--- config.mk ---
export PLATFORM = sky130hd
export DESIGN_NAME = adc_window_monitor
export DESIGN_NICKNAME = d
export VERILOG_FILES = /design/src/hdl/monitor_pkg.sv /design/src/hdl/bound_regs.sv /design/src/hdl/window_comparator.sv /design/src/hdl/monitor_ctrl.sv /design/src/hdl/event_fifo.sv /design/src/hdl/credit_tx.sv /design/src/hdl/adc_window_monitor.sv
export SDC_FILE = /design/constraint.sdc
export NUM_CORES = 1
export LEC_CHECK = 0
export BUFFER_PORTS_ARGS = -buffer_cell sky130_fd_sc_hd__buf_2
export CAP_MARGIN = 20
export CORE_MARGIN = 2
export CORE_UTILIZATION = 30
export CTS_BUF_LIST = sky130_fd_sc_hd__clkbuf_4 sky130_fd_sc_hd__clkbuf_8 sky130_fd_sc_hd__clkbuf_16
export DETAILED_ROUTE_END_ITERATION = 6
export HOLD_SLACK_MARGIN = 0.15
export PLACE_DENSITY = 0.49
export SYNTH_ARGS = -nofsm -noshare
export SYNTH_HDL_FRONTEND = slang
export SYNTH_HIERARCHICAL = 1
export SYNTH_SLANG_ARGS = --single-unit
--- constraint.sdc ---
create_clock -name clk -period 3.7 [get_ports clk]
set_input_delay 1.11 -clock clk [delete_from_list [all_inputs] [get_ports clk]]
set_output_delay 1.11 -clock clk [all_outputs]
set_load 0.02 [all_outputs]
--- src/hdl/monitor_pkg.sv ---
// ADC window monitor definitions
package monitor_pkg;

    // Sample path
    localparam int sample_w = 12;     // Sample and bound width
    localparam int num_chan = 4;
    localparam int chan_w   = 2;

    // Event queue
    localparam int fifo_depth = 8;
    localparam int fifo_ptr_w = $clog2(fifo_depth);
    localparam int fifo_cnt_w = fifo_ptr_w + 1;   // Holds 0..fifo_depth

    // Output flow control
    localparam int credit_init = 4;   // Credits granted by the consumer at reset
    localparam int credit_w    = 3;

    localparam int drop_w = 16;       // Saturating drop counter

    typedef enum logic [1:0] {
        ev_exit     = 2'd0,           // Channel left its window
        ev_enter    = 2'd1,           // Channel came back into its window
        ev_boundary = 2'd2            // Sample sits on a bound, no state change
    } event_kind_t;

    // Event word, kind in the top bits
    typedef struct packed {
        event_kind_t         kind;
        logic [chan_w-1:0]   chan;
        logic [sample_w-1:0] sample;
    } event_t;

endpackage

--- src/hdl/bound_regs.sv ---
// Channel bound and enable registers
module bound_regs (
    input  logic                             clk,
    input  logic                             rst_n,
    input  logic                             cfg_we,
    input  logic [monitor_pkg::chan_w-1:0]   cfg_chan,
    input  logic                             cfg_upper,
    input  logic [monitor_pkg::sample_w-1:0] cfg_data,
    input  logic                             cfg_en_we,
    input  logic [monitor_pkg::num_chan-1:0] cfg_en_mask,
    input  logic [monitor_pkg::chan_w-1:0]   rd_chan,
    output logic [monitor_pkg::sample_w-1:0] rd_lower,
    output logic [monitor_pkg::sample_w-1:0] rd_upper,
    output logic                             rd_en
);
    import monitor_pkg::*;

    logic [sample_w-1:0] lower_q [num_chan];
    logic [sample_w-1:0] upper_q [num_chan];
    logic [num_chan-1:0] en_q;

    // One bound per write, selected by cfg_upper
    always_ff @(posedge clk or negedge rst_n) begin
        if (!rst_n) begin
            for (int i = 0; i < num_chan; i++) begin
                lower_q[i] <= '0;
                upper_q[i] <= '0;
            end
        end else if (cfg_we) begin
            if (cfg_upper) begin
                upper_q[cfg_chan] <= cfg_data;
            end else begin
                lower_q[cfg_chan] <= cfg_data;
            end
        end
    end

    always_ff @(posedge clk or negedge rst_n) begin
        if (!rst_n) begin
            en_q <= '0;                   // All channels off after reset
        end else if (cfg_en_we) begin
            en_q <= cfg_en_mask;
        end
    end

    // Window of the channel being sampled
    assign rd_lower = lower_q[rd_chan];
    assign rd_upper = upper_q[rd_chan];
    assign rd_en    = en_q[rd_chan];

endmodule

--- src/hdl/window_comparator.sv ---
// Pipelined window comparator
module window_comparator (
    input  logic                             clk,
    input  logic                             rst_n,
    input  logic                             in_valid,
    input  logic [monitor_pkg::chan_w-1:0]   in_chan,
    input  logic                             in_en,
    input  logic [monitor_pkg::sample_w-1:0] data_value,
    input  logic [monitor_pkg::sample_w-1:0] lower_bound,
    input  logic [monitor_pkg::sample_w-1:0] upper_bound,
    output logic                             cmp_valid,
    output logic [monitor_pkg::chan_w-1:0]   cmp_chan,
    output logic                             cmp_en,
    output logic [monitor_pkg::sample_w-1:0] cmp_sample,
    output logic                             in_range,
    output logic                             out_of_range,
    output logic                             at_boundary
);
    import monitor_pkg::*;

    // Stage 1, captured inputs
    logic                valid_s1, en_s1;
    logic [chan_w-1:0]   chan_s1;
    logic [sample_w-1:0] data_s1, lower_s1, upper_s1;

    // Stage 2, raw comparisons
    logic                valid_s2, en_s2;
    logic [chan_w-1:0]   chan_s2;
    logic [sample_w-1:0] data_s2;
    logic                below_s2, above_s2, eq_lower_s2, eq_upper_s2;

    // Valid flags of the three stages
    always_ff @(posedge clk or negedge rst_n) begin
        if (!rst_n) begin
            valid_s1  <= 1'b0;
            valid_s2  <= 1'b0;
            cmp_valid <= 1'b0;
        end else begin
            valid_s1  <= in_valid;
            valid_s2  <= valid_s1;
            cmp_valid <= valid_s2;
        end
    end

    always_ff @(posedge clk) begin
        {chan_s1, en_s1, data_s1} <= {in_chan, in_en, data_value};
        lower_s1                  <= lower_bound;
        upper_s1                  <= upper_bound;

        {chan_s2, en_s2, data_s2} <= {chan_s1, en_s1, data_s1};
        below_s2    <= data_s1 < lower_s1;
        above_s2    <= data_s1 > upper_s1;
        eq_lower_s2 <= data_s1 == lower_s1;
        eq_upper_s2 <= data_s1 == upper_s1;

        {cmp_chan, cmp_en, cmp_sample} <= {chan_s2, en_s2, data_s2};
        out_of_range <= below_s2 | above_s2;
        in_range     <= ~(below_s2 | above_s2);
        at_boundary  <= eq_lower_s2 | eq_upper_s2;   // Either bound hit
    end

endmodule

--- src/hdl/monitor_ctrl.sv ---
// Window event generator
module monitor_ctrl (
    input  logic                             clk,
    input  logic                             rst_n,
    input  logic                             cmp_valid,
    input  logic [monitor_pkg::chan_w-1:0]   cmp_chan,
    input  logic                             cmp_en,
    input  logic [monitor_pkg::sample_w-1:0] cmp_sample,
    input  logic                             in_range,
    input  logic                             at_boundary,
    input  logic                             fifo_full,
    output logic                             push,
    output monitor_pkg::event_t              push_data,
    output logic [monitor_pkg::drop_w-1:0]   drop_count
);
    import monitor_pkg::*;

    logic [num_chan-1:0] prev_in;     // Last known in-range state per channel
    logic                prev;
    logic                ev_hit;
    event_kind_t         ev_kind;
    logic                ev_pending;  // Event waiting to enter the FIFO
    event_t              ev_word;

    assign prev = prev_in[cmp_chan];

    // A transition wins over a boundary hit
    always_comb begin
        ev_hit  = 1'b0;
        ev_kind = ev_boundary;
        if (cmp_valid && cmp_en) begin
            if (prev && !in_range) begin
                ev_hit  = 1'b1;
                ev_kind = ev_exit;
            end else if (!prev && in_range) begin
                ev_hit  = 1'b1;
                ev_kind = ev_enter;
            end else if (at_boundary) begin
                ev_hit = 1'b1;
            end
        end
    end

    always_ff @(posedge clk or negedge rst_n) begin
        if (!rst_n) begin
            prev_in    <= '1;              // Every channel starts in range
            ev_pending <= 1'b0;
            drop_count <= '0;
        end else begin
            if (cmp_valid && cmp_en) begin
                prev_in[cmp_chan] <= in_range;
            end
            ev_pending <= ev_hit;
            if (ev_pending && fifo_full && drop_count != '1) begin
                drop_count <= drop_count + 1'b1;   // Saturates at all ones
            end
        end
    end

    always_ff @(posedge clk) begin
        if (ev_hit) begin
            ev_word <= '{kind: ev_kind, chan: cmp_chan, sample: cmp_sample};
        end
    end

    // Events meeting a full FIFO are counted instead of pushed
    assign push      = ev_pending && !fifo_full;
    assign push_data = ev_word;

endmodule

--- src/hdl/event_fifo.sv ---
// Event FIFO
module event_fifo (
    input  logic                clk,
    input  logic                rst_n,
    input  logic                push,
    input  monitor_pkg::event_t push_data,
    input  logic                pop,
    output monitor_pkg::event_t pop_data,
    output logic                full,
    output logic                empty
);
    import monitor_pkg::*;

    event_t                mem [fifo_depth];
    logic [fifo_ptr_w-1:0] wr_ptr, rd_ptr;    // Wrap naturally, depth is a power of two
    logic [fifo_cnt_w-1:0] count;

    always_ff @(posedge clk or negedge rst_n) begin
        if (!rst_n) begin
            wr_ptr <= '0;
            rd_ptr <= '0;
            count  <= '0;
        end else begin
            if (push) begin
                wr_ptr <= wr_ptr + 1'b1;
            end
            if (pop) begin
                rd_ptr <= rd_ptr + 1'b1;
            end
            case ({push, pop})
                2'b10:   count <= count + 1'b1;
                2'b01:   count <= count - 1'b1;
                default: count <= count;          // Idle, or push and pop together
            endcase
        end
    end

    always_ff @(posedge clk) begin
        if (push) begin
            mem[wr_ptr] <= push_data;
        end
    end

    assign pop_data = mem[rd_ptr];                // Head word
    assign full     = count == fifo_cnt_w'(fifo_depth);
    assign empty    = count == '0;

endmodule

--- src/hdl/credit_tx.sv ---
// Credit based event sender
module credit_tx (
    input  logic                clk,
    input  logic                rst_n,
    input  logic                fifo_empty,
    input  monitor_pkg::event_t fifo_data,
    input  logic                credit_return,
    output logic                pop,
    output logic                event_valid,
    output monitor_pkg::event_t event_data
);
    import monitor_pkg::*;

    logic [credit_w-1:0] credits;

    // Send whenever a word is waiting and the consumer has room
    assign pop = !fifo_empty && credits != '0;

    always_ff @(posedge clk or negedge rst_n) begin
        if (!rst_n) begin
            credits     <= credit_w'(credit_init);
            event_valid <= 1'b0;
        end else begin
            event_valid <= pop;
            case ({credit_return, pop})
                2'b10:   credits <= credits + 1'b1;
                2'b01:   credits <= credits - 1'b1;
                default: credits <= credits;      // Return and send cancel out
            endcase
        end
    end

    always_ff @(posedge clk) begin
        if (pop) begin
            event_data <= fifo_data;
        end
    end

endmodule

--- src/hdl/adc_window_monitor.sv ---
// ADC window monitor top
module adc_window_monitor (
    input  logic                             clk,
    input  logic                             rst_n,
    input  logic                             cfg_we,
    input  logic [monitor_pkg::chan_w-1:0]   cfg_chan,
    input  logic                             cfg_upper,
    input  logic [monitor_pkg::sample_w-1:0] cfg_data,
    input  logic                             cfg_en_we,
    input  logic [monitor_pkg::num_chan-1:0] cfg_en_mask,
    input  logic                             sample_valid,
    input  logic [monitor_pkg::chan_w-1:0]   sample_chan,
    input  logic [monitor_pkg::sample_w-1:0] sample_data,
    input  logic                             credit_return,
    output logic                             event_valid,
    output monitor_pkg::event_t              event_data,
    output logic [monitor_pkg::drop_w-1:0]   drop_count
);
    import monitor_pkg::*;

    // Selected window of the incoming sample
    logic [sample_w-1:0] rd_lower, rd_upper;
    logic                rd_en;

    // Classified sample
    logic                cmp_valid, cmp_en, in_range, at_boundary;
    logic [chan_w-1:0]   cmp_chan;
    logic [sample_w-1:0] cmp_sample;

    // FIFO side
    logic                push, pop, fifo_full, fifo_empty;
    event_t              push_data, pop_data;

    bound_regs u_bound_regs (
        .clk         (clk),
        .rst_n       (rst_n),
        .cfg_we      (cfg_we),
        .cfg_chan    (cfg_chan),
        .cfg_upper   (cfg_upper),
        .cfg_data    (cfg_data),
        .cfg_en_we   (cfg_en_we),
        .cfg_en_mask (cfg_en_mask),
        .rd_chan     (sample_chan),
        .rd_lower    (rd_lower),
        .rd_upper    (rd_upper),
        .rd_en       (rd_en)
    );

    window_comparator u_window_comparator (
        .clk          (clk),
        .rst_n        (rst_n),
        .in_valid     (sample_valid),
        .in_chan      (sample_chan),
        .in_en        (rd_en),
        .data_value   (sample_data),
        .lower_bound  (rd_lower),
        .upper_bound  (rd_upper),
        .cmp_valid    (cmp_valid),
        .cmp_chan     (cmp_chan),
        .cmp_en       (cmp_en),
        .cmp_sample   (cmp_sample),
        .in_range     (in_range),
        .out_of_range (),
        .at_boundary  (at_boundary)
    );

    monitor_ctrl u_monitor_ctrl (
        .clk         (clk),
        .rst_n       (rst_n),
        .cmp_valid   (cmp_valid),
        .cmp_chan    (cmp_chan),
        .cmp_en      (cmp_en),
        .cmp_sample  (cmp_sample),
        .in_range    (in_range),
        .at_boundary (at_boundary),
        .fifo_full   (fifo_full),
        .push        (push),
        .push_data   (push_data),
        .drop_count  (drop_count)
    );

    event_fifo u_event_fifo (
        .clk       (clk),
        .rst_n     (rst_n),
        .push      (push),
        .push_data (push_data),
        .pop       (pop),
        .pop_data  (pop_data),
        .full      (fifo_full),
        .empty     (fifo_empty)
    );

    credit_tx u_credit_tx (
        .clk           (clk),
        .rst_n         (rst_n),
        .fifo_empty    (fifo_empty),
        .fifo_data     (pop_data),
        .credit_return (credit_return),
        .pop           (pop),
        .event_valid   (event_valid),
        .event_data    (event_data)
    );

endmodule

-- After elaboration in Yosys (flattened, before gate mapping)
Memory sizes are Yosys's and may differ from the RTL's. A register that Yosys moved wholly into a read port is not among the register bits.
Cells that the tools add are included.
- register bits: 229
- RAM bits: 128
- input port bits: 39
- output and inout port bits: 33
- logic and storage cells: 119
- memories: 1
- memories (name ; words ; width ; rd ports ; clocked after memory_dff ; write ports ; RTL line ; source):
    u_event_fifo.mem ; 8 ; 16 ; 1 ; 1 ; 1 ; event_fifo.sv:14 ; event_t mem [fifo_depth];
- add/subtract/negate cells: 7
- order comparisons: 8
- equality and inequality tests: 8
- mux-type cells: 27
- bitwise logic cells: 7
- reductions and logical operators: 20
- operators with widths (cell ; count):
    bitwise mux 48 bit ; 2
    two-way mux 12 bit ; 5
    binary-select mux 12 bit (select 2 bit) ; 2
    demux 12 bit (select 2 bit) ; 1
    == test 12 bit ; 2
    adder 16 x 1 -> 16 bit, second input constant ; 1
    inequality test 16 bit, second input constant ; 1
    > comparator 12 bit ; 1
    less-than comparator 12 bit ; 1
    adder 3 x 1 -> 3 bit, second input constant ; 3
    logical AND 1 bit ; 9
    two-way mux 1 bit ; 9
    case mux 4 bit (2 select lines) ; 1
    greater-or-equal comparator 3 bit, second input constant ; 2
    less-than comparator 2 x 3 -> 1 bit, second input constant ; 2
    NOT 2 -> 3 bit ; 2
    case mux 3 bit (2 select lines) ; 1
    adder 4 x 1 -> 4 bit, second input constant ; 1
    binary-select mux 1 bit (select 2 bit) ; 2
    bitwise mux 4 bit ; 1
    == test 2 x 1 -> 1 bit, second input constant ; 2
    == test 2 bit, second input constant ; 2
    == test 4 bit, second input constant ; 1
    zero test 1 bit ; 4
    other kinds (13) ; 19

-- Longest topological paths before layout
- depth after elaboration: 7
- gate-level depth with buffers: 11
- gate-level depth less buffers: 10

-- Cells and area by module
Netlist, hierarchy kept.
- by module, submodules not included (module ; instances ; cells an instance ; area an instance (sq um)):
    event_fifo ; 1 ; 241 ; 5500.3
    bound_regs ; 1 ; 247 ; 4409.2
    window_comparator ; 1 ; 165 ; 2218.4
    monitor_ctrl ; 1 ; 117 ; 1580.3
    credit_tx ; 1 ; 33 ; 678.2

-- Worst setup path after synthesis
Ideal clock, no wire load.
- path kind: reg-to-reg
- from: reg u_event_fifo.count[1]
- to: reg u_event_fifo.count[2]
- setup time: 0.125 ns
- arrival time: 2.708 ns
- path slack: 0.866 ns
- cell stages (with the launch flop): 11
- clock period less this slack: 2.834 ns
- cells stage by stage: dfrtp_1 -> clkbuf_1 -> nor4_1 -> nor2_1 -> ha_1 -> xor2_1 -> ha_1 -> a21oi_1 -> xor2_1 -> nor2_1 -> xor2_1
- cells in the longest elaborated chain, start to end: 5
- elaborated cells on any way between the ends: 12
- those cells by class: 2 x add/sub; 3 x eq/ne; 1 x mux; 6 x reduce/logical
- RTL lines (item ; RTL line ; source):
    start, declared ; event_fifo.sv:16 ; logic [fifo_cnt_w-1:0] count;
    start signal, assigned ; event_fifo.sv:31 ; 2'b10: count <= count + 1'b1;
    start signal, assigned ; event_fifo.sv:32 ; 2'b01: count <= count - 1'b1;
    start signal, assigned ; event_fifo.sv:33 ; default: count <= count;
    zero test 4 bit (*) ; event_fifo.sv:46 ; assign empty = count == '0;
    net fifo_empty ; adc_window_monitor.sv:31 ; logic push, pop, fifo_full, fifo_empty;
    zero test 1 bit (*) ; credit_tx.sv:17 ; assign pop = !fifo_empty && credits != '0;
    logical AND 1 bit (*) ; credit_tx.sv:17 ;
    net pop ; adc_window_monitor.sv:31 ;
    == test 2 x 1 -> 1 bit / == test 2 bit (equally long branches) ; event_fifo.sv:30 ; case ({push, pop})
    case mux 4 bit (2 select lines) / nonzero test 2 bit (equally long branches) ; - ;
Mark *: on every way through the listed nets, which the timed path passes. The rest lies on a longest branch.
A chain may end at the register's enable or synchronous reset.

-- Worst setup path after layout
- from: reg u_event_fifo.count[2]
- to: reg u_event_fifo.count[2]
- cells in the longest elaborated chain, start to end: 5
- elaborated cells on any way between the ends: 12
- those cells by class: 2 x add/sub; 3 x eq/ne; 1 x mux; 6 x reduce/logical
- RTL lines (item ; RTL line ; source):
    == test 4 bit (*) ; event_fifo.sv:45 ; assign full = count == fifo_cnt_w'(fifo_depth);
    net fifo_full ; adc_window_monitor.sv:31 ;
    zero test 1 bit (*) ; monitor_ctrl.sv:67 ; assign push = ev_pending && !fifo_full;
    logical AND 1 bit (*) ; monitor_ctrl.sv:67 ;
    net push ; adc_window_monitor.sv:31 ;
    == test 2 x 1 -> 1 bit / == test 2 bit (equally long branches) ; event_fifo.sv:30 ;
    case mux 4 bit (2 select lines) / nonzero test 2 bit (equally long branches) ; - ;
Marked as above.

==> flow_summary.json <==
{
  "fin_util_pct": 35.7,
  "dpl.cell_count": 1482,
  "p_seq_share_pct": 45.9,
  "holdBufCountCts": 0,
  "fmax_ghz": 0.415,
  "drv_cap": 0,
  "htreeDepth": 2,
  "n_antenna_cell": 0,
  "die-area_mm2": 0.0497,
  "clk_pin_slew_worst_paths_ps": 60,
  "postCtsSetupBuffers": 0,
  "rows": 80,
  "syn_nets": 875,
  "via_per_inst": 4.50,
  "combPwrFrac_pct": 17.4,
  "antenna_found_initial": 0,
  "finalWirelength_um": 27600,
  "fin_crit_sh_pct": 65.1,
  "placed_area_mm2": 0.0155,
  "synth_warnings": 6,
  "syn_to_final_growth_pct": 18.3,
  "grt_use_total_pct": 11.6,
  "mappedNetlistArea_mm2": 0.0144,
  "drt_iter0_drc": 357,
  "start_kind": "register",
  "grt_setup_unrepaired": "no",
  "grt-ovfl-total": 0,
  "die_y_um": 223,
  "fillCellCount": 4513,
  "total_power_mw": 12.0,
  "initial_core_util_pct": 30.2,
  "grt_first_pass_wirelength_um": 43900,
  "finalInstanceArea_mm2": 0.0170,
  "max_slew_margin_pct": 35.1,
  "hold_violations": 0,
  "num_vias": 7025,
  "power_switching_share_pct": 25.7,
  "final.min_clock_period_ps": 2410,
  "wl_per_cell_um": 17.7,
  "p_per_area_mw_per_mm2": 708,
  "drt_pass1_iterations": 4,
  "dp_hpwl_um": 17400,
  "tns_ps": 0,
  "cts_tree": "done",
  "cp_data_arrival_time_ps": 2850,
  "skew_ps": 20.1,
  "io_buffers": 71,
  "hold_path_class": "register to register",
  "p_sw_mw": 3.10,
  "layout_common_cells": "edfxtp_1, dfrtp_1, mux2_2",
  "core_area_mm2": 0.0475,
  "vdd_ir_drop_max_v": 0.000357,
  "io_pins": 72,
  "place_congestion": 0.720,
  "drc_errors": 0,
  "crit_path_end_kind": "register",
  "clock_latency_ps": 570,
  "clkPwrFrac_pct": 36.7,
  "drive_gt1_share_pct": 36.5,
  "internal-power_mw": 8.93,
  "timing_worst_setup_path_type": "register to register",
  "antenna_left": 0,
  "grt_pass1_vias": 7358,
  "finalNonFillerCells": 1560,
  "p_leak_nw": 6.70,
  "clock-sinks": 373,
  "die_w_um": 223,
  "status": "complete, no violations",
  "postSynthCellCount": 802,
  "crit_fanout": 6,
  "cts_resized": 0,
  "grt_max_degree": 66,
  "cts_buffer_depth": 3,
  "layout.cells.most_common": "edfxtp_1",
  "numCtsBuffers": 42,
  "worstPathRequired_ps": 4140,
  "cts_root_buf": "clkbuf_16",
  "finalSetupViolCount": 0,
  "avgSynthCellArea_um2": 17.9,
  "slew_viol_final": 0,
  "nets": 984,
  "tightest_slew_ps": 974
}
==> metal layers <==
metal | track usage, % | share of wire (%) | up-vias
met1 | 15.1 | 46 | 3617
met5 | 0 | 0 | -
met2 | 19.1 | 49 | 99
met4 | 4.50 | 2.3 | 0
met3 | 2.26 | 3.4 | 42
li1 | - | - | 3267
==> worst max-delay path, stage by stage, from the launching register on <==
cell and delay, ps:
dfrtp_1 440, nor4b_1 490, nor2b_1 210, inv_1 130, ha_1 260, xor2_1 100, ha_1 180, a21oi_1 140
xor2_1 150, nor2_1 60, xor2_1 140
==> power by group through the flow <==
| stage | sequential (mW) | combinational, mW | clock (mW) |
|---|---|---|---|
| after floorplan | 5.50 | 1.66 | 0 |
| after global placement | 5.60 | 2.12 | 0 |
| after detailed placement | 5.61 | 2.14 | 0 |
| after CTS | 5.53 | 2.15 | 4.57 |
| after global routing | 5.62 | 2.34 | 4.74 |
| final | 5.52 | 2.09 | 4.41 |
==> layout make-up <==
cell class | count | area [um^2] | area share (%)
clock inverter | 21 | 283 | 1.66
timing repair buffer | 90 | 529 | 3.11
sequential | 373 | 9770 | 57.5
multi-input combinational | 368 | 4270 | 25.1
tap | 615 | 769 | 4.53
clock buffer | 57 | 1240 | 7.31
inverter | 36 | 135 | 0.795
==> metrics by stage <==
| stage | worst slack [ps] | hold slack, ps |
|---|---|---|
| after global routing | 927 | 329 |
| final | 1290 | 322 |
| after CTS | 1230 | 324 |
| after global placement | 1070 | 312 |
| after detailed placement | 1040 | 313 |
| after floorplan | 866 | 310 |
==> final timing paths <==
path / from / end / slack (ps) / depth (start not counted)
max reg2reg: u_event_fifo/count[2]$_DFFE_PN0P_ / u_event_fifo/count[2]$_DFFE_PN0P_ / 1290 / 10
min in group asynchronous: rst_n / u_event_fifo/rd_ptr[2]$_DFFE_PN0P_ / 410 / 1
min: u_window_comparator/data_s2[9]$_DFF_P_ / u_window_comparator/cmp_sample[9]$_DFF_P_ / 320 / 0
min reg2reg: u_window_comparator/data_s2[9]$_DFF_P_ / u_window_comparator/cmp_sample[9]$_DFF_P_ / 320 / 0
max: u_event_fifo/count[2]$_DFFE_PN0P_ / u_event_fifo/count[2]$_DFFE_PN0P_ / 1290 / 10
max in group asynchronous: rst_n / u_bound_regs/upper_q[37]$_DFFE_PN0P_ / 2610 / 2
==> state kept, by name, indices dropped and copies added (netlist names), 12 cells and up <==
register,cells
u_event_fifo/mem,128
u_bound_regs/lower_q,48
u_bound_regs/upper_q,48
u_credit_tx/event_data,16
u_monitor_ctrl/drop_count,16
u_monitor_ctrl/push_data,16
u_window_comparator/cmp_sample,12
u_window_comparator/data_s1,12
u_window_comparator/data_s2,12
u_window_comparator/lower_s1,12
u_window_comparator/upper_s1,12
No activity file was read; power rests on OpenSTA's default activity.
